`src/source/crypto_pkg.sv`:
```
/*
 * Shared definitions for the RV64 SHA-2 scalar crypto unit.
 * Data widths, the decoded opcode enum and the instruction-field
 * constants used by decode and by the testbench.
 */
package crypto_pkg;

    //------------------------------------------------------------
    // Widths
    //------------------------------------------------------------

    // Register width, RV64 only
    localparam int xlen     = 64;
    // Instruction word width
    localparam int word_w   = 32;
    // SHA-256 operates on a 32-bit word
    localparam int sha256_w = 32;

    //------------------------------------------------------------
    // Decoded operations
    //------------------------------------------------------------

    typedef enum logic [3:0] {
        op_none       = 4'd0,
        op_sha256sig0 = 4'd1,
        op_sha256sig1 = 4'd2,
        op_sha256sum0 = 4'd3,
        op_sha256sum1 = 4'd4,
        op_sha512sig0 = 4'd5,
        op_sha512sig1 = 4'd6,
        op_sha512sum0 = 4'd7,
        op_sha512sum1 = 4'd8
    } crypto_op_e;

    //------------------------------------------------------------
    // Instruction fields
    //------------------------------------------------------------

    // OP-IMM major opcode, bits 6..0
    localparam logic [6:0] opc_op_imm = 7'h13;
    // funct3, bits 14..12
    localparam logic [2:0] funct3_sha = 3'd1;

    // Bits 31..20 select the function
    localparam logic [11:0] imm_sha256sum0 = 12'h100;
    localparam logic [11:0] imm_sha256sum1 = 12'h101;
    localparam logic [11:0] imm_sha256sig0 = 12'h102;
    localparam logic [11:0] imm_sha256sig1 = 12'h103;
    localparam logic [11:0] imm_sha512sum0 = 12'h104;
    localparam logic [11:0] imm_sha512sum1 = 12'h105;
    localparam logic [11:0] imm_sha512sig0 = 12'h106;
    localparam logic [11:0] imm_sha512sig1 = 12'h107;

endpackage

```
`src/source/crypto_op_if.sv`:
```
/*
 * Decoded operation bus from decode to execute.
 * Carries the valid and illegal strobes, the opcode and rs1.
 */
`timescale 1ns/1ps

interface crypto_op_if;
    import crypto_pkg::*;

    // Single-cycle strobe, operation is legal
    logic               op_valid;
    // Decoded function
    crypto_op_e         op;
    // Source operand, only meaningful with op_valid
    logic [xlen-1:0]    op_rs1;
    // Single-cycle strobe, word not recognised
    logic               op_illegal;

    // Producer side
    modport decode (
        output op_valid,
        output op,
        output op_rs1,
        output op_illegal
    );

    // Consumer side
    modport execute (
        input op_valid,
        input op,
        input op_rs1,
        input op_illegal
    );

endinterface

```
`src/source/sha256_sigma_unit.sv`:
```
/*
 * SHA-256 sigma and sum functions on the low word of rs1.
 * Result is sign-extended to 64 bits, zero for other opcodes.
 */
`timescale 1ns/1ps

module sha256_sigma_unit (
    input  crypto_pkg::crypto_op_e          op,
    input  logic [crypto_pkg::xlen-1:0]     rs1,
    output logic [crypto_pkg::xlen-1:0]     result
);
    import crypto_pkg::*;

    logic [sha256_w-1:0] w;
    logic [sha256_w-1:0] sig0;
    logic [sha256_w-1:0] sig1;
    logic [sha256_w-1:0] sum0;
    logic [sha256_w-1:0] sum1;
    logic [sha256_w-1:0] sel;

    // 32-bit rotate right
    function automatic logic [sha256_w-1:0] ror32(input logic [sha256_w-1:0] a,
                                                   input int unsigned n);
        return (a >> n) | (a << (sha256_w - n));
    endfunction

    // Upper half of rs1 is ignored
    assign w = rs1[sha256_w-1:0];

    // Message schedule sigmas
    assign sig0 = ror32(w, 7) ^ ror32(w, 18) ^ (w >> 3);
    assign sig1 = ror32(w, 17) ^ ror32(w, 19) ^ (w >> 10);
    // Compression sums
    assign sum0 = ror32(w, 2) ^ ror32(w, 13) ^ ror32(w, 22);
    assign sum1 = ror32(w, 6) ^ ror32(w, 11) ^ ror32(w, 25);

    always_comb begin
        case (op)
            op_sha256sig0: sel = sig0;
            op_sha256sig1: sel = sig1;
            op_sha256sum0: sel = sum0;
            op_sha256sum1: sel = sum1;
            default:       sel = '0;
        endcase
    end

    // Sign extension from bit 31
    assign result = {{(xlen - sha256_w){sel[sha256_w-1]}}, sel};

endmodule

```
`src/source/sha512_sigma_unit.sv`:
```
/*
 * SHA-512 sigma and sum functions on the full 64-bit rs1.
 * AND-OR selection by opcode, zero for other opcodes.
 */
`timescale 1ns/1ps

module sha512_sigma_unit (
    input  crypto_pkg::crypto_op_e          op,
    input  logic [crypto_pkg::xlen-1:0]     rs1,
    output logic [crypto_pkg::xlen-1:0]     result
);
    import crypto_pkg::*;

    logic [xlen-1:0] sig0;
    logic [xlen-1:0] sig1;
    logic [xlen-1:0] sum0;
    logic [xlen-1:0] sum1;

    logic sel_sig0;
    logic sel_sig1;
    logic sel_sum0;
    logic sel_sum1;

    // 64-bit rotate right
    function automatic logic [xlen-1:0] ror64(input logic [xlen-1:0] a,
                                               input int unsigned n);
        return (a >> n) | (a << (xlen - n));
    endfunction

    //------------------------------------------------------------
    // Functions
    //------------------------------------------------------------

    // Message schedule sigmas
    assign sig0 = ror64(rs1, 1) ^ ror64(rs1, 8) ^ (rs1 >> 7);
    assign sig1 = ror64(rs1, 19) ^ ror64(rs1, 61) ^ (rs1 >> 6);
    // Compression sums
    assign sum0 = ror64(rs1, 28) ^ ror64(rs1, 34) ^ ror64(rs1, 39);
    assign sum1 = ror64(rs1, 14) ^ ror64(rs1, 18) ^ ror64(rs1, 41);

    //------------------------------------------------------------
    // Select
    //------------------------------------------------------------

    // One-hot selects from the opcode
    assign sel_sig0 = (op == op_sha512sig0);
    assign sel_sig1 = (op == op_sha512sig1);
    assign sel_sum0 = (op == op_sha512sum0);
    assign sel_sum1 = (op == op_sha512sum1);

    // No select set gives zero
    assign result = ({xlen{sel_sig0}} & sig0) |
                    ({xlen{sel_sig1}} & sig1) |
                    ({xlen{sel_sum0}} & sum0) |
                    ({xlen{sel_sum1}} & sum1);

endmodule

```
`src/source/crypto_decode.sv`:
```
/*
 * Decode stage of the SHA-2 crypto unit.
 * Matches the instruction word against the OP-IMM SHA encodings
 * and registers the decoded operation together with rs1.
 */
`timescale 1ns/1ps

module crypto_decode (
    input  logic                        g_clk,
    input  logic                        rst_n,
    input  logic                        valid,
    input  logic [crypto_pkg::word_w-1:0] instr,
    input  logic [crypto_pkg::xlen-1:0]   rs1,
    crypto_op_if.decode                 op_bus
);
    import crypto_pkg::*;

    crypto_op_e dec_op;
    logic       fields_ok;
    logic       legal;

    //------------------------------------------------------------
    // Field match
    //------------------------------------------------------------

    // rd and rs1 fields are don't care
    assign fields_ok = (instr[6:0] == opc_op_imm) && (instr[14:12] == funct3_sha);

    // Immediate picks the function
    always_comb begin
        case (instr[31:20])
            imm_sha256sig0: dec_op = op_sha256sig0;
            imm_sha256sig1: dec_op = op_sha256sig1;
            imm_sha256sum0: dec_op = op_sha256sum0;
            imm_sha256sum1: dec_op = op_sha256sum1;
            imm_sha512sig0: dec_op = op_sha512sig0;
            imm_sha512sig1: dec_op = op_sha512sig1;
            imm_sha512sum0: dec_op = op_sha512sum0;
            imm_sha512sum1: dec_op = op_sha512sum1;
            default:        dec_op = op_none;
        endcase
    end

    // Legal only with both fields and a known immediate
    assign legal = fields_ok && (dec_op != op_none);

    //------------------------------------------------------------
    // Stage register
    //------------------------------------------------------------

    // Strobes and opcode, mutually exclusive by construction
    always_ff @(posedge g_clk or negedge rst_n) begin
        if (!rst_n) begin
            op_bus.op_valid   <= 1'b0;
            op_bus.op_illegal <= 1'b0;
            op_bus.op         <= op_none;
        end else begin
            op_bus.op_valid   <= valid && legal;
            op_bus.op_illegal <= valid && !legal;
            // Idle cycles carry op_none
            op_bus.op         <= (valid && legal) ? dec_op : op_none;
        end
    end

    // Operand is held between strobes
    always_ff @(posedge g_clk) begin
        if (valid) begin
            op_bus.op_rs1 <= rs1;
        end
    end

endmodule

```
`src/source/crypto_execute.sv`:
```
/*
 * Execute stage of the SHA-2 crypto unit, purely combinational.
 * Both sigma units see the same operation and their results are ORed.
 */
`timescale 1ns/1ps

module crypto_execute (
    crypto_op_if.execute                op_bus,
    output logic                        ex_valid,
    output logic                        ex_illegal,
    output logic [crypto_pkg::xlen-1:0] ex_result
);
    import crypto_pkg::*;

    logic [xlen-1:0] res_256;
    logic [xlen-1:0] res_512;
    logic [xlen-1:0] res_any;

    //------------------------------------------------------------
    // Function units
    //------------------------------------------------------------

    sha256_sigma_unit u_sha256 (
        .op     (op_bus.op),
        .rs1    (op_bus.op_rs1),
        .result (res_256)
    );

    sha512_sigma_unit u_sha512 (
        .op     (op_bus.op),
        .rs1    (op_bus.op_rs1),
        .result (res_512)
    );

    //------------------------------------------------------------
    // Merge
    //------------------------------------------------------------

    // Each unit is zero outside its own opcodes
    assign res_any = res_256 | res_512;

    // Zero without op_valid, keeps rd clean downstream
    assign ex_result = op_bus.op_valid ? res_any : '0;

    // Strobes pass straight through
    assign ex_valid   = op_bus.op_valid;
    assign ex_illegal = op_bus.op_illegal;

endmodule

```
`src/source/crypto_result.sv`:
```
/*
 * Result stage of the SHA-2 crypto unit.
 * Registers rd and the result and illegal strobes.
 */
`timescale 1ns/1ps

module crypto_result (
    input  logic                        g_clk,
    input  logic                        rst_n,
    input  logic                        ex_valid,
    input  logic                        ex_illegal,
    input  logic [crypto_pkg::xlen-1:0] ex_result,
    output logic                        rd_valid,
    output logic                        illegal,
    output logic [crypto_pkg::xlen-1:0] rd
);
    import crypto_pkg::*;

    //------------------------------------------------------------
    // Output register
    //------------------------------------------------------------

    // Captured every cycle, no stall
    always_ff @(posedge g_clk or negedge rst_n) begin
        if (!rst_n) begin
            rd_valid <= 1'b0;
            illegal  <= 1'b0;
            // rd must read zero out of reset
            rd       <= {xlen{1'b0}};
        end else begin
            rd_valid <= ex_valid;
            illegal  <= ex_illegal;
            // Already zero when ex_valid is low
            rd       <= ex_result;
        end
    end

endmodule

```
`src/source/crypto_fu_top.sv`:
```
/*
 * RV64 SHA-2 scalar crypto functional unit, top level.
 * Decode, execute and result stages, fixed 2-cycle latency.
 */
`timescale 1ns/1ps

module crypto_fu_top (
    input  logic                          g_clk,
    input  logic                          rst_n,
    input  logic                          valid,
    input  logic [crypto_pkg::word_w-1:0] instr,
    input  logic [crypto_pkg::xlen-1:0]   rs1,
    output logic                          rd_valid,
    output logic                          illegal,
    output logic [crypto_pkg::xlen-1:0]   rd
);
    import crypto_pkg::*;

    // Execute to result
    logic            ex_valid;
    logic            ex_illegal;
    logic [xlen-1:0] ex_result;

    // Decode to execute
    crypto_op_if op_bus ();

    //------------------------------------------------------------
    // Stages
    //------------------------------------------------------------

    crypto_decode u_decode (
        .g_clk  (g_clk),
        .rst_n  (rst_n),
        .valid  (valid),
        .instr  (instr),
        .rs1    (rs1),
        .op_bus (op_bus.decode)
    );

    crypto_execute u_execute (
        .op_bus     (op_bus.execute),
        .ex_valid   (ex_valid),
        .ex_illegal (ex_illegal),
        .ex_result  (ex_result)
    );

    crypto_result u_result (
        .g_clk      (g_clk),
        .rst_n      (rst_n),
        .ex_valid   (ex_valid),
        .ex_illegal (ex_illegal),
        .ex_result  (ex_result),
        .rd_valid   (rd_valid),
        .illegal    (illegal),
        .rd         (rd)
    );

endmodule

```
`config.mk`:
```
export PLATFORM = sky130hd
export DESIGN_NAME = crypto_fu_top
export DESIGN_NICKNAME = d
export VERILOG_FILES = /design/src/source/crypto_pkg.sv /design/src/source/crypto_op_if.sv /design/src/source/sha256_sigma_unit.sv /design/src/source/sha512_sigma_unit.sv /design/src/source/crypto_decode.sv /design/src/source/crypto_execute.sv /design/src/source/crypto_result.sv /design/src/source/crypto_fu_top.sv
export SDC_FILE = /design/constraint.sdc
export NUM_CORES = 1
export LEC_CHECK = 0
export BUFFER_PORTS_ARGS = -buffer_cell sky130_fd_sc_hd__buf_2
export CORE_MARGIN = 2
export CORE_UTILIZATION = 60
export CTS_BUF_LIST = sky130_fd_sc_hd__clkbuf_4 sky130_fd_sc_hd__clkbuf_8
export DETAILED_ROUTE_END_ITERATION = 6
export GPL_TIMING_DRIVEN = 0
export PLACE_DENSITY_LB_ADDON = 0.08
export SYNTH_ARGS = -nofsm -noshare
export SYNTH_HDL_FRONTEND = slang
export SYNTH_SLANG_ARGS = --single-unit
export TNS_END_PERCENT = 50
```
`constraint.sdc`:
```
create_clock -name g_clk -period 4 [get_ports g_clk]
set_clock_uncertainty 0.05 [all_clocks]
set_input_delay 1 -clock g_clk [delete_from_list [all_inputs] [get_ports g_clk]]
set_output_delay 1 -clock g_clk [all_outputs]
set_load 0.05 [all_outputs]
```
# Word level (Yosys, flattened, before mapping)
# Cells that the tools add are included.
# totals
inputBits	99
ff_bits	136
# op_classes
mux	4
n_eq_ne	18
n_reduce_logical	6
bitwise	44
# ops
op	n
XOR 64 bit	6
bitwise AND 64 bit	4
bitwise OR 64 bit	4
XOR 32 bit	6
case mux 32 bit (4 select lines)	1
== test 12 x 9 -> 1 bit (second input constant)	8
2-to-1 mux 64 bit	1
bitwise OR 23 x 64 -> 64 bit	1
bitwise OR 25 x 64 -> 64 bit	1
bitwise OR 3 x 64 -> 64 bit	1
bitwise OR 30 x 64 -> 64 bit	1
bitwise OR 36 x 64 -> 64 bit	1
bitwise OR 45 x 64 -> 64 bit	1
bitwise OR 46 x 64 -> 64 bit	1
bitwise OR 50 x 64 -> 64 bit	1
bitwise OR 56 x 64 -> 64 bit	1
bitwise OR 63 x 64 -> 64 bit	1
XOR 64 x 57 -> 64 bit	1
XOR 64 x 58 -> 64 bit	1
bitwise OR 10 x 32 -> 32 bit	1
bitwise OR 13 x 32 -> 32 bit	1
bitwise OR 14 x 32 -> 32 bit	1
bitwise OR 15 x 32 -> 32 bit	1
bitwise OR 19 x 32 -> 32 bit	1
other kinds (18)	25

# Logic depth before layout (Yosys ltp)
# Gate-level depths: netlist (run 1).
# logic_depth
ltp_word	9
depth_mapped	7
depth_no_buf	5

# Cells and area by module
# Synthesis (run 1) repeated with hierarchy kept, for this count alone.
# unflattened
hier_cells	1170
area_unflattened_um2	15112.0
# modules_own_cells
module	instances	cells_each	area_per_inst_um2
sha512_sigma_unit	1	603	6967.9
sha256_sigma_unit	1	340	3658.5
crypto_decode	1	88	2259.7
crypto_result	1	66	1651.6
crypto_execute	1	73	574.3

# Least setup slack after synthesis (run 1)
# Ideal clock, no wire load.
# synth_path
path_type	input to register
startpoint	in instr[3] (netlist bit)
endpoint	reg u_decode.op_bus.op[3]
path_slack_ps	2054
setup_ps	68
path_buffers	0
cell_stages	5
t_arrival_ps	1828
required_time_ps	3882
path_cell_list	nor4b_1 and4_1 nand3_1 inv_1 and4_1
# synth_via
elab_chain_cells	5
# synth_rtl
item	line_no	text
from (decl)	crypto_fu_top.sv:11	input logic [crypto_pkg::word_w-1:0] instr,
== test 7 x 5 -> 1 bit	crypto_decode.sv:27	assign fields_ok = (instr[6:0] == opc_op_imm) && (instr[14:12] == funct3_sha);
logical AND 1 bit	crypto_decode.sv:27	
logical AND 1 bit	crypto_decode.sv:45	assign legal = fields_ok && (dec_op != op_none);
logical AND 1 bit	crypto_decode.sv:61	op_bus.op <= (valid && legal) ? dec_op : op_none;
2-to-1 mux 4 bit	crypto_decode.sv:61	
to (signal assigned)	crypto_decode.sv:56	op_bus.op <= op_none;
to (signal assigned)	crypto_decode.sv:61	
to (decl)	crypto_op_if.sv:22	output op,
# No other way between the ends.
# A chain may end at the register's enable or synchronous reset.

# Final worst setup path (run 1)
# layout_path
startpoint	reg u_decode.op_bus.op_rs1[17]
endpoint	reg u_result.rd[50] (netlist bit)
# layout_via
elab_chain_cells	6
# layout_rtl
item	line_no	text
from (decl)	crypto_op_if.sv:23	output op_rs1,
from (signal assigned)	crypto_decode.sv:68	op_bus.op_rs1 <= rs1;
bitwise OR 14 x 32 -> 32 bit	sha256_sigma_unit.sv:24	return (a >> n) | (a << (sha256_w - n));
XOR 32 bit	sha256_sigma_unit.sv:31	assign sig0 = ror32(w, 7) ^ ror32(w, 18) ^ (w >> 3);
XOR 32 x 29 -> 32 bit	sha256_sigma_unit.sv:31	
case mux 32 bit (4 select lines)	sha256_sigma_unit.sv:38	case (op)
bitwise OR 64 bit	crypto_execute.sv:40	assign res_any = res_256 | res_512;
2-to-1 mux 64 bit	crypto_execute.sv:43	assign ex_result = op_bus.op_valid ? res_any : '0;
net ex_result[50]	crypto_fu_top.sv:22	logic [xlen-1:0] ex_result;
to (signal assigned)	crypto_result.sv:29	rd <= {xlen{1'b0}};
to (signal assigned)	crypto_result.sv:34	rd <= ex_result;
to (decl)	crypto_result.sv:15	output logic [crypto_pkg::xlen-1:0] rd
# The timed path passes the listed nets, and every way through them passes these cells.

==> results of run 1 <==
[worst max-delay path, cell delays in order, from the launching register on]
cell and delay, ns:
edfxtp_1 0.38, buf_2 0.28, xnor2_1 1.10, o22ai_1 0.16, a221o_2 0.47, buf_6 0.20
o31a_1 0.34
[cells by family after synthesis]
kind of cell,Yosys count,synth area share [%]
compound gates,284,18.77
buf+inv,167,6.664
xor+xnor,575,41.72
simple gates,40,2.480
flops,136,30.37
[state kept, by name, indices dropped and copies added, names as in the netlist]
name / count
u_decode.op_bus.op: 4
u_decode.op_bus.op_rs1: 64
u_decode.op_bus.op_valid: 1
u_result.illegal: 1
u_result.rd_valid: 1
u_decode.op_bus.op_illegal: 1
u_result.rd: 64
[cells in the final DEF (no fill, tap or decap), types with 11 or more instances in the layout]
cell,instances
xnor2_1,471
buf_2,268
xor2_1,99
a22oi_1,85
dfrtp_1,72
edfxtp_1,64
a22o_1,49
o31a_1,27
clkbuf_1,26
a41oi_1,20
o22ai_1,19
a221o_1,17
clkbuf_8,17
o221ai_1,15
inv_1,14
a31oi_1,11
[cells in the mapped netlist (5+ instances only)]
cell type,count
a221o_1,17
clkbuf_1,26
buf_2,116
a41oi_1,20
o2bb2ai_1,6
nor3_1,6
o21ai_1,5
inv_1,14
a22oi_1,85
a31oi_1,11
a222oi_1,9
edfxtp_1,64
o21a_1,5
xnor2_1,471
o22ai_1,19
a22o_1,49
xor2_1,99
dfrtp_1,72
o31a_1,27
o221ai_1,15
[metal layers]
| layer | routed length, um | track usage, % |
|---|---|---|
| met1 | 19070 | 61.84 |
| met5 | 73 | 2.045 |
| met4 | 5855 | 37.07 |
| met2 | 22710 | 74.20 |
| met3 | 10650 | 28.45 |
[through the flow]
step / instance area [um^2] / hold WS [ns] / std cells
after detailed placement: 13370 / 0.2905 / 1626
final: 13800 / 0.2973 / 1661
after global placement: 13370 / 0.2832 / 1626
after global routing: 13790 / 0.3068 / 1658
after floorplan: 12260 / 0.2812 / 1202
after CTS: 13790 / 0.2969 / 1658
[power breakdown]
group | switching, mW | internal, mW
clock | 0.645 | 0.641
combinational | 1.26 | 0.770
sequential | 0.0168 | 1.52
[final timing paths]
kind,from,end,slack [ns]
min in group asynchronous,rst_n,u_result.rd[41],0.61
hold reg to reg,u_decode.op_bus.op_illegal,u_result.illegal,0.30
max in group asynchronous,rst_n,u_result.rd[46],2.68
hold / removal,u_decode.op_bus.op_illegal,u_result.illegal,0.30
setup / recovery,u_decode.op_bus.op_rs1[17],u_result.rd[50],0.87
setup reg to reg,u_decode.op_bus.op_rs1[17],u_result.rd[50],0.87
[final cells by class]
class / instances / area, um^2
Sequential cell: 136 / 3724
Clock inverter: 13 / 170.2
Inverter: 15 / 56.30
Clock buffer: 19 / 249.0
Antenna cell: 3 / 7.507
Multi-Input combinational cell: 899 / 7720
Timing Repair Buffer: 154 / 775.7
Tap cell: 270 / 337.8
Buffer: 152 / 760.7
Fill cell: 1622 / 6369
==> reports/metrics.yaml, run 1 <==
fp.dieW_um: 147.0
outcome: "complete, but fails checks"
postSynthAreaPerCell_um2: 10.20
gp_congestion: 1.115
critPathRequiredTime_ns: 4.31
ys_ff_latch: 136
finalSetupTns_ns: 0
antenna_found_initial: 1
die_height_um: 147.0
cts_setup_buffers: 0
worstRegToRegCells: 6
core_area_mm2: 0.02017
via_per_inst: 7.276
period_share_pct: 78.16
num_rows: 52
drive_above_1_share_pct: 22.84
clk_latency_ns: 0.49
final_util_pct: 68.42
root_buffer: "clkbuf_8"
critPathLaunchType: "flop"
max_slew_margin_pct: 8.649
yosysWarnings: 0
clk_pin_slew_worst_paths_ns: 0.10
drtIter0Drc: 2466
wire_per_inst_um: 35.13
ant_nets: 0
top_level_ports: 165
cts_resized: 0
hold_viol_final: 0
nNetsFinal: 1474
pre_cts_ws_ns: 1.028
grt_overflow: 0
violations: "DRC"
cts.sinks: 136
rsz0062_at_grt: "false"
synthTopCellsByArea: "xnor2_1, edfxtp_1, dfrtp_1, xor2_1, a22oi_1"
cts_tree: "yes"
syn-cell-area_mm2: 0.01226
crit_path_end_kind: "flop"
vias: 12090
hpwl_mm: 38.76
port_buffers: 154
leakagePower_nw: 5.168
hold_class: "reg2reg"
htree_levels: 4
power.total_mw: 4.862
initial_core_util_pct: 60.79
ir_drop_uv: 261.4
hold_buffers: 0
clockBufferDepth: 2
drtPass1Iterations: 7
cts_buffers: 17
wl_mm: 58.36
synthToLayoutAreaGrowth_pct: 12.56
power.density_mw_per_mm2: 352.3
tightest_slew_ns: 1.360
syn-num-nets: 1301
synth_top_area_share_pct: 33.65
finalWorstSetupSlack_ns: 0.8737
die-area_mm2: 0.02159
grt_pass1_vias: 11490
post-route-drc-count: 68
synth_top_area_cell: "xnor2_1"
path_class: "reg2reg"
synth_edf_count: 64
synth.distinct_cells: 50
grt_pass1_wl_mm: 79.97
worst_ep_arrival_time_ns: 3.43
drv_slew: 0
path_max_fanout: 10
async_flop_share_pct: 52.94
grtUsageTotal_pct: 53.01
fmax_mhz: 319.9
cap_violations: 0
yosysSeqAreaShare_pct: 30.37
grt_max_degree: 73
ys.flop_type: "dfrtp_1"
min_period_ns: 3.126
synthCells: 1202
setup_violations: 0
whs_path_depth: 0
No activity file was read; power rests on OpenSTA's default activity.
==> inputs of run 2 (changes only) <==
CORE_UTILIZATION = 55   (was 60)
clock period = 2.8 ns   (was 4 ns; I/O delays follow)
==> run 2 against run 1 <==
The run ends with DRC, setup timing left; die area up 8.8%; sequential share of layout area about the same; cell area about the same; worst hold slack better by 0.015 ns; setup slack worse by 0.94 ns; flip-flop and latch count did not move; utilization decreased by 5.2 points; maximum frequency is 9.1% higher; critical path type unchanged; largest cell class unchanged.
==> reports/metrics.yaml, run 2 (synthesized netlist as in run 1, its figures left out) <==
outcome: "complete, but fails checks"
violations: "DRC, setup timing"
synthToLayoutAreaGrowth_pct: 12.54  # about the same
place_area_mm2: 0.01338  # about the same
grt_pass1_vias: 11430  # -0.52%
clkPwrFrac_pct: 25.0  # -1.4 points
rsz0062_at_grt: "true"
grt_overflow: 0  # unchanged
htree_levels: 4  # unchanged
hold_class: "in2reg"
power_frac_seq_pct: 32.2  # +0.5 points
cp_slowest_cell: "a222oi_1"
path_class: "reg2reg"
stdcell_area_mm2: 0.01380  # about the same
gp_congestion: 1.147  # +2.9%
critPathLaunchType: "flop"
path_cells: "buf_2 > buf_2 > xor2_1 > a222oi_1 > a31oi_1"
ant_nets: 0  # unchanged
crit_buf_inv: 2  # unchanged
min_period_ns: 2.865  # -0.2614 ns
num_rows: 54  # +3.8%
final_cell_mix: "xnor2_1, buf_2, xor2_1, a22oi_1, dfrtp_1"
stdcell_count: 1668  # +0.42%
root_buffer: "clkbuf_8"
power.total_mw: 6.837  # +41%
clockBufferDepth: 2  # unchanged
core_area_mm2: 0.02182  # +8.2%
hold_viol_final: 0  # unchanged
drv_slew: 0  # unchanged
period_share_pct: 102.3  # +24 points
cts_resized: 0  # unchanged
switching_share_pct: 41.29  # +1.7 points
cts_tree: "yes"
final_util_pct: 63.23  # -5.2 points
setup_violations: 2  # +2
power.density_mw_per_mm2: 495.5  # +41%
hpwl_mm: 40.48  # +4.4%
grt_pass1_wl_mm: 83.30  # +4.2%
finalWorstSetupSlack_ns: -0.06483  # -0.9386 ns
ir_drop_uv: 350.9  # +34%
crit_path_end_kind: "flop"
p_switching_mw: 2.823  # +47%
placed_cells: 1636  # +0.62%
wire_per_inst_um: 36.32  # +3.4%
port_buffers: 154  # unchanged
nNetsFinal: 1474  # unchanged
critPathRequiredTime_ns: 3.05  # -1.26 ns
critical-path-max-stage-delay_ns: 0.77  # -0.33 ns
grtUsageTotal_pct: 50.52  # -2.5 points
hold_buffers: 0  # unchanged
pwr-share-comb_pct: 42.8  # +0.9 points
via_per_inst: 7.248  # -0.39%
drtIter0Drc: 2719  # +10%
path_max_fanout: 10  # unchanged
initial_core_util_pct: 56.18  # -4.6 points
post-route-drc-count: 47  # -31%
top_level_ports: 165  # unchanged
worst_ep_arrival_time_ns: 3.11  # -0.32 ns
layout_commonest_cell: "xnor2_1"
fp.dieW_um: 153.3  # +4.3%
clk_latency_ns: 0.50  # about the same
drive_above_1_share_pct: 23.27  # +0.43 points
die-area_mm2: 0.02350  # +8.8%
cp_top_family: "compound AO/OA/AOI/OAI gates"
cts_setup_buffers: 0  # unchanged
antenna_found_initial: 1  # unchanged
leakagePower_nw: 5.172  # about the same
cts.sinks: 136  # unchanged
tightest_slew_ns: 1.027  # -0.3331 ns
clk_pin_slew_worst_paths_ns: 0.10  # about the same
cellInternalPower_mw: 4.014  # +37%
drtPass1Iterations: 7  # unchanged
cts_buffers: 17  # unchanged
n_antenna_cell: 0  # -3
vias: 12090  # +0.025%
finalSetupTns_ns: -0.09396  # -0.09396 ns
crit_top_cell: "buf_2"
grt_max_degree: 73  # unchanged
largestRegisters: "u_decode.op_bus.op_rs1: 64 flops, u_result.rd: 64 flops, u_decode.op_bus.op: 4 flops"
max_slew_margin_pct: 31.51  # +23 points
cap_violations: 0  # unchanged
wl_mm: 60.59  # +3.8%
fmax_mhz: 349.1  # +9.1%
die_height_um: 153.3  # +4.3%
run 2: cell type report:
type | instances | area, um^2
clock inverters | 14 | 138.9
fillers | 1853 | 8025
flip-flops and latches | 136 | 3724
repair buffers | 154 | 775.7
plain buffers | 152 | 767.0
clock buffers | 18 | 241.5
inverters | 15 | 56.30
multi-input cells | 899 | 7745
well taps | 280 | 350.3
run 2: final timing paths:
kind,from,to,slack (ns),depth (start not counted)
worst max register to register,u_decode.op_bus.op_rs1[14],u_result.rd[27],-0.06,5
worst min-delay path,instr[23],u_decode.op_bus.op[2],0.31,2
min in group asynchronous,rst_n,u_result.rd[41],0.33,1
max in group asynchronous,rst_n,u_result.rd[10],1.72,1
worst min register to register,u_decode.op_bus.op_illegal,u_result.illegal,0.32,0
worst max-delay path,u_decode.op_bus.op_rs1[14],u_result.rd[27],-0.06,5
run 2: power by group through the flow:
| stage | registers [mW] | clock network (mW) | logic [mW] |
|---|---|---|---|
| after global routing | 2.21 | 1.76 | 2.95 |
| after global placement | 2.24 | 0 | 2.70 |
| after floorplan | 2.24 | 0 | 1.93 |
| final | 2.20 | 1.71 | 2.93 |
| after CTS | 2.20 | 1.69 | 2.73 |
| after detailed placement | 2.25 | 0 | 2.71 |
run 2: metal layers:
metal  wire [um]  share of wire, %  global-route usage, %
met2       23860                39                  70.41
met5          13             0.021                      0
met4        5684               9.4                  35.10
met1       20320                34                  62.34
met3       10710                18                  22.26
run 2: stage by stage:
step / setup slack [ns] / hold WS, ns
2_1_floorplan: 0.9319 / 0.2812
3_3_place_gp: 0.01290 / 0.2929
3_5_place_dp: 0.03775 / 0.2878
4_1_cts: 0.008737 / 0.3192
5_1_grt: 0.01424 / 0.3226
6_report: -0.06483 / 0.3121
==> inputs of run 3 (changes only) <==
SETUP_SLACK_MARGIN = 0.05   (was unset)
==> run 3 against run 2 <==
The run still ends with DRC, setup timing left; maximum frequency up 0.36%; global-route usage unchanged; critical path type unchanged; non-clock buffer count unchanged; setup slack better by 0.010 ns; clock-buffer cell count unchanged; die area unchanged; sequential power about the same; via count down 0.99%; critical endpoint unchanged; critical path depth unchanged; flip-flop and latch count unchanged; sequential share of layout area about the same; worst hold slack better by 0.0051 ns.
==> reports/metrics.yaml, run 3 (synthesized netlist as in run 1, its figures left out) <==
grtUsageTotal_pct: 50.52  # unchanged
cellInternalPower_mw: 4.014  # about the same
grt_overflow: 0  # unchanged
grt_pass1_wl_mm: 83.30  # unchanged
pwr-share-comb_pct: 42.8  # about the same
synthToLayoutAreaGrowth_pct: 12.55  # about the same
critPathRequiredTime_ns: 3.04  # about the same
min_period_ns: 2.855  # -0.01022 ns
vias: 11970  # -0.99%
pre_cts_ws_ns: 0.03775  # unchanged
ir_drop_uv: 350.7  # about the same
stdcell_count: 1668  # unchanged
root_buffer: "clkbuf_8"
p_switching_mw: 2.811  # -0.41%
die_height_um: 153.3  # unchanged
port_buffers: 154  # unchanged
finalSetupTns_ns: -0.1540  # -0.06004 ns
switching_share_pct: 41.19  # -0.10 points
htree_levels: 4  # unchanged
clockBufferDepth: 2  # unchanged
placed_cells: 1636  # unchanged
path_max_fanout: 10  # unchanged
stdcell_area_mm2: 0.01380  # about the same
n_antenna_cell: 0  # unchanged
path_cells: "buf_2 > buf_2 > xor2_1 > a222oi_1 > a31oi_1"
cp_slowest_cell: "a222oi_1"
violations: "DRC, setup timing"
setup_violations: 3  # +1
post-route-drc-count: 10  # -79%
hold_class: "reg2reg"
clk_latency_ns: 0.49  # about the same
critical-path-max-stage-delay_ns: 0.74  # -0.03 ns
antenna_found_initial: 1  # unchanged
final_cell_mix: "xnor2_1, buf_2, xor2_1, a22oi_1, dfrtp_1"
critPathLaunchType: "flop"
top_level_ports: 165  # unchanged
core_area_mm2: 0.02182  # unchanged
power.total_mw: 6.826  # -0.17%
cts_buffers: 17  # unchanged
largestRegisters: "u_decode.op_bus.op_rs1: 64 flops, u_result.rd: 64 flops, u_decode.op_bus.op: 4 flops"
clk_pin_slew_worst_paths_ns: 0.09  # about the same
gp_congestion: 1.147  # unchanged
ant_nets: 0  # unchanged
cap_violations: 0  # unchanged
drive_above_1_share_pct: 23.34  # +0.072 points
die-area_mm2: 0.02350  # unchanged
hpwl_mm: 40.48  # unchanged
hold_viol_final: 0  # unchanged
cts.sinks: 136  # unchanged
fp.dieW_um: 153.3  # unchanged
leakagePower_nw: 5.175  # about the same
wl_mm: 60.49  # -0.17%
cts_tree: "yes"
final_util_pct: 63.23  # about the same
grt_pass1_vias: 11430  # unchanged
ff_latch_area_mm2: 0.003724  # unchanged
crit_path_end_kind: "flop"
multi_input_area_mm2: 0.007745  # unchanged
nNetsFinal: 1474  # unchanged
tightest_slew_ns: 1.103  # +0.07526 ns
fmax_mhz: 350.3  # +0.36%
crit_top_cell: "buf_2"
power_frac_seq_pct: 32.3  # about the same
num_rows: 54  # unchanged
via_per_inst: 7.176  # -0.99%
finalWorstSetupSlack_ns: -0.05460  # +0.01022 ns
rsz0062_at_grt: "true"
initial_core_util_pct: 56.18  # unchanged
period_share_pct: 102.0  # -0.37 points
fillers: 1852  # -0.054%
drtIter0Drc: 2674  # -1.7%
max_slew_margin_pct: 26.49  # -5.0 points
clkPwrFrac_pct: 24.9  # about the same
drv_slew: 0  # unchanged
power.density_mw_per_mm2: 494.6  # -0.18%
place_area_mm2: 0.01338  # unchanged
wire_per_inst_um: 36.26  # -0.17%
holdWs_ns: 0.3172  # +0.005120 ns
worst_ep_arrival_time_ns: 3.10  # about the same
grt_max_degree: 73  # unchanged
layout_commonest_cell: "xnor2_1"
path_class: "reg2reg"
drtPass1Iterations: 7  # unchanged
outcome: "complete, but fails checks"
## run 3: cell count changes in the layout (fill, tap and decap cells not counted)
cell / delta
buf_2: +1
clkbuf_1: -1
## run 3: what timing repair did
| item | 4_1_cts | 5_1_grt |
|---|---|---|
| hold buffers | 0 | 0 |
| setup endpoints to repair | 3 | 41 |
| buffers inserted | 0 | 0 |
| resized for setup | 1 | 14 |
## run 3: power by group through the flow
stage | logic (mW) | clock network [mW] | registers (mW)
2_1_floorplan | 1.93 | 0 | 2.24
4_1_cts | 2.73 | 1.69 | 2.20
6_report | 2.92 | 1.70 | 2.20
3_5_place_dp | 2.71 | 0 | 2.25
5_1_grt | 2.95 | 1.76 | 2.21
3_3_place_gp | 2.70 | 0 | 2.24
## run 3: final cells by class
cell class | count | area share (%)
multi-input combinational | 899 | 56.12
sequential | 136 | 26.98
timing repair buffer | 154 | 5.622
buffer | 152 | 5.567
tap | 280 | 2.539
clock buffer | 18 | 1.750
clock inverter | 14 | 1.006
inverter | 15 | 0.4080
## run 3: worst paths after layout
path                                                 start          endpoint  slack [ns]  depth (start not counted)
worst max-delay path            u_decode.op_bus.op_rs1[14]   u_result.rd[27]       -0.05                          5
worst min-delay path            u_decode.op_bus.op_illegal  u_result.illegal        0.32                          0
worst max register to register  u_decode.op_bus.op_rs1[14]   u_result.rd[27]       -0.05                          5
worst min register to register  u_decode.op_bus.op_illegal  u_result.illegal        0.32                          0
max in group asynchronous                            rst_n   u_result.rd[10]        1.71                          1
min in group asynchronous                            rst_n   u_result.rd[41]        0.33                          1
## run 3: critical path: cells and delay by family, from the launching register on
family / cells / cell delay, ns
AO/OA/AOI/OAI: 2 / 1.04
buffers and inverters: 2 / 1.03
flip-flops: 1 / 0.39
XOR/XNOR: 1 / 0.12
## run 3: routing by layer
metal	GRT usage, %	up-vias	part of all wire, %
met5	0	-	0.021
met4	35.10	2	9.7
met3	22.26	452	17
met2	70.41	1371	39
met1	62.34	5584	34
li1	-	4560	-
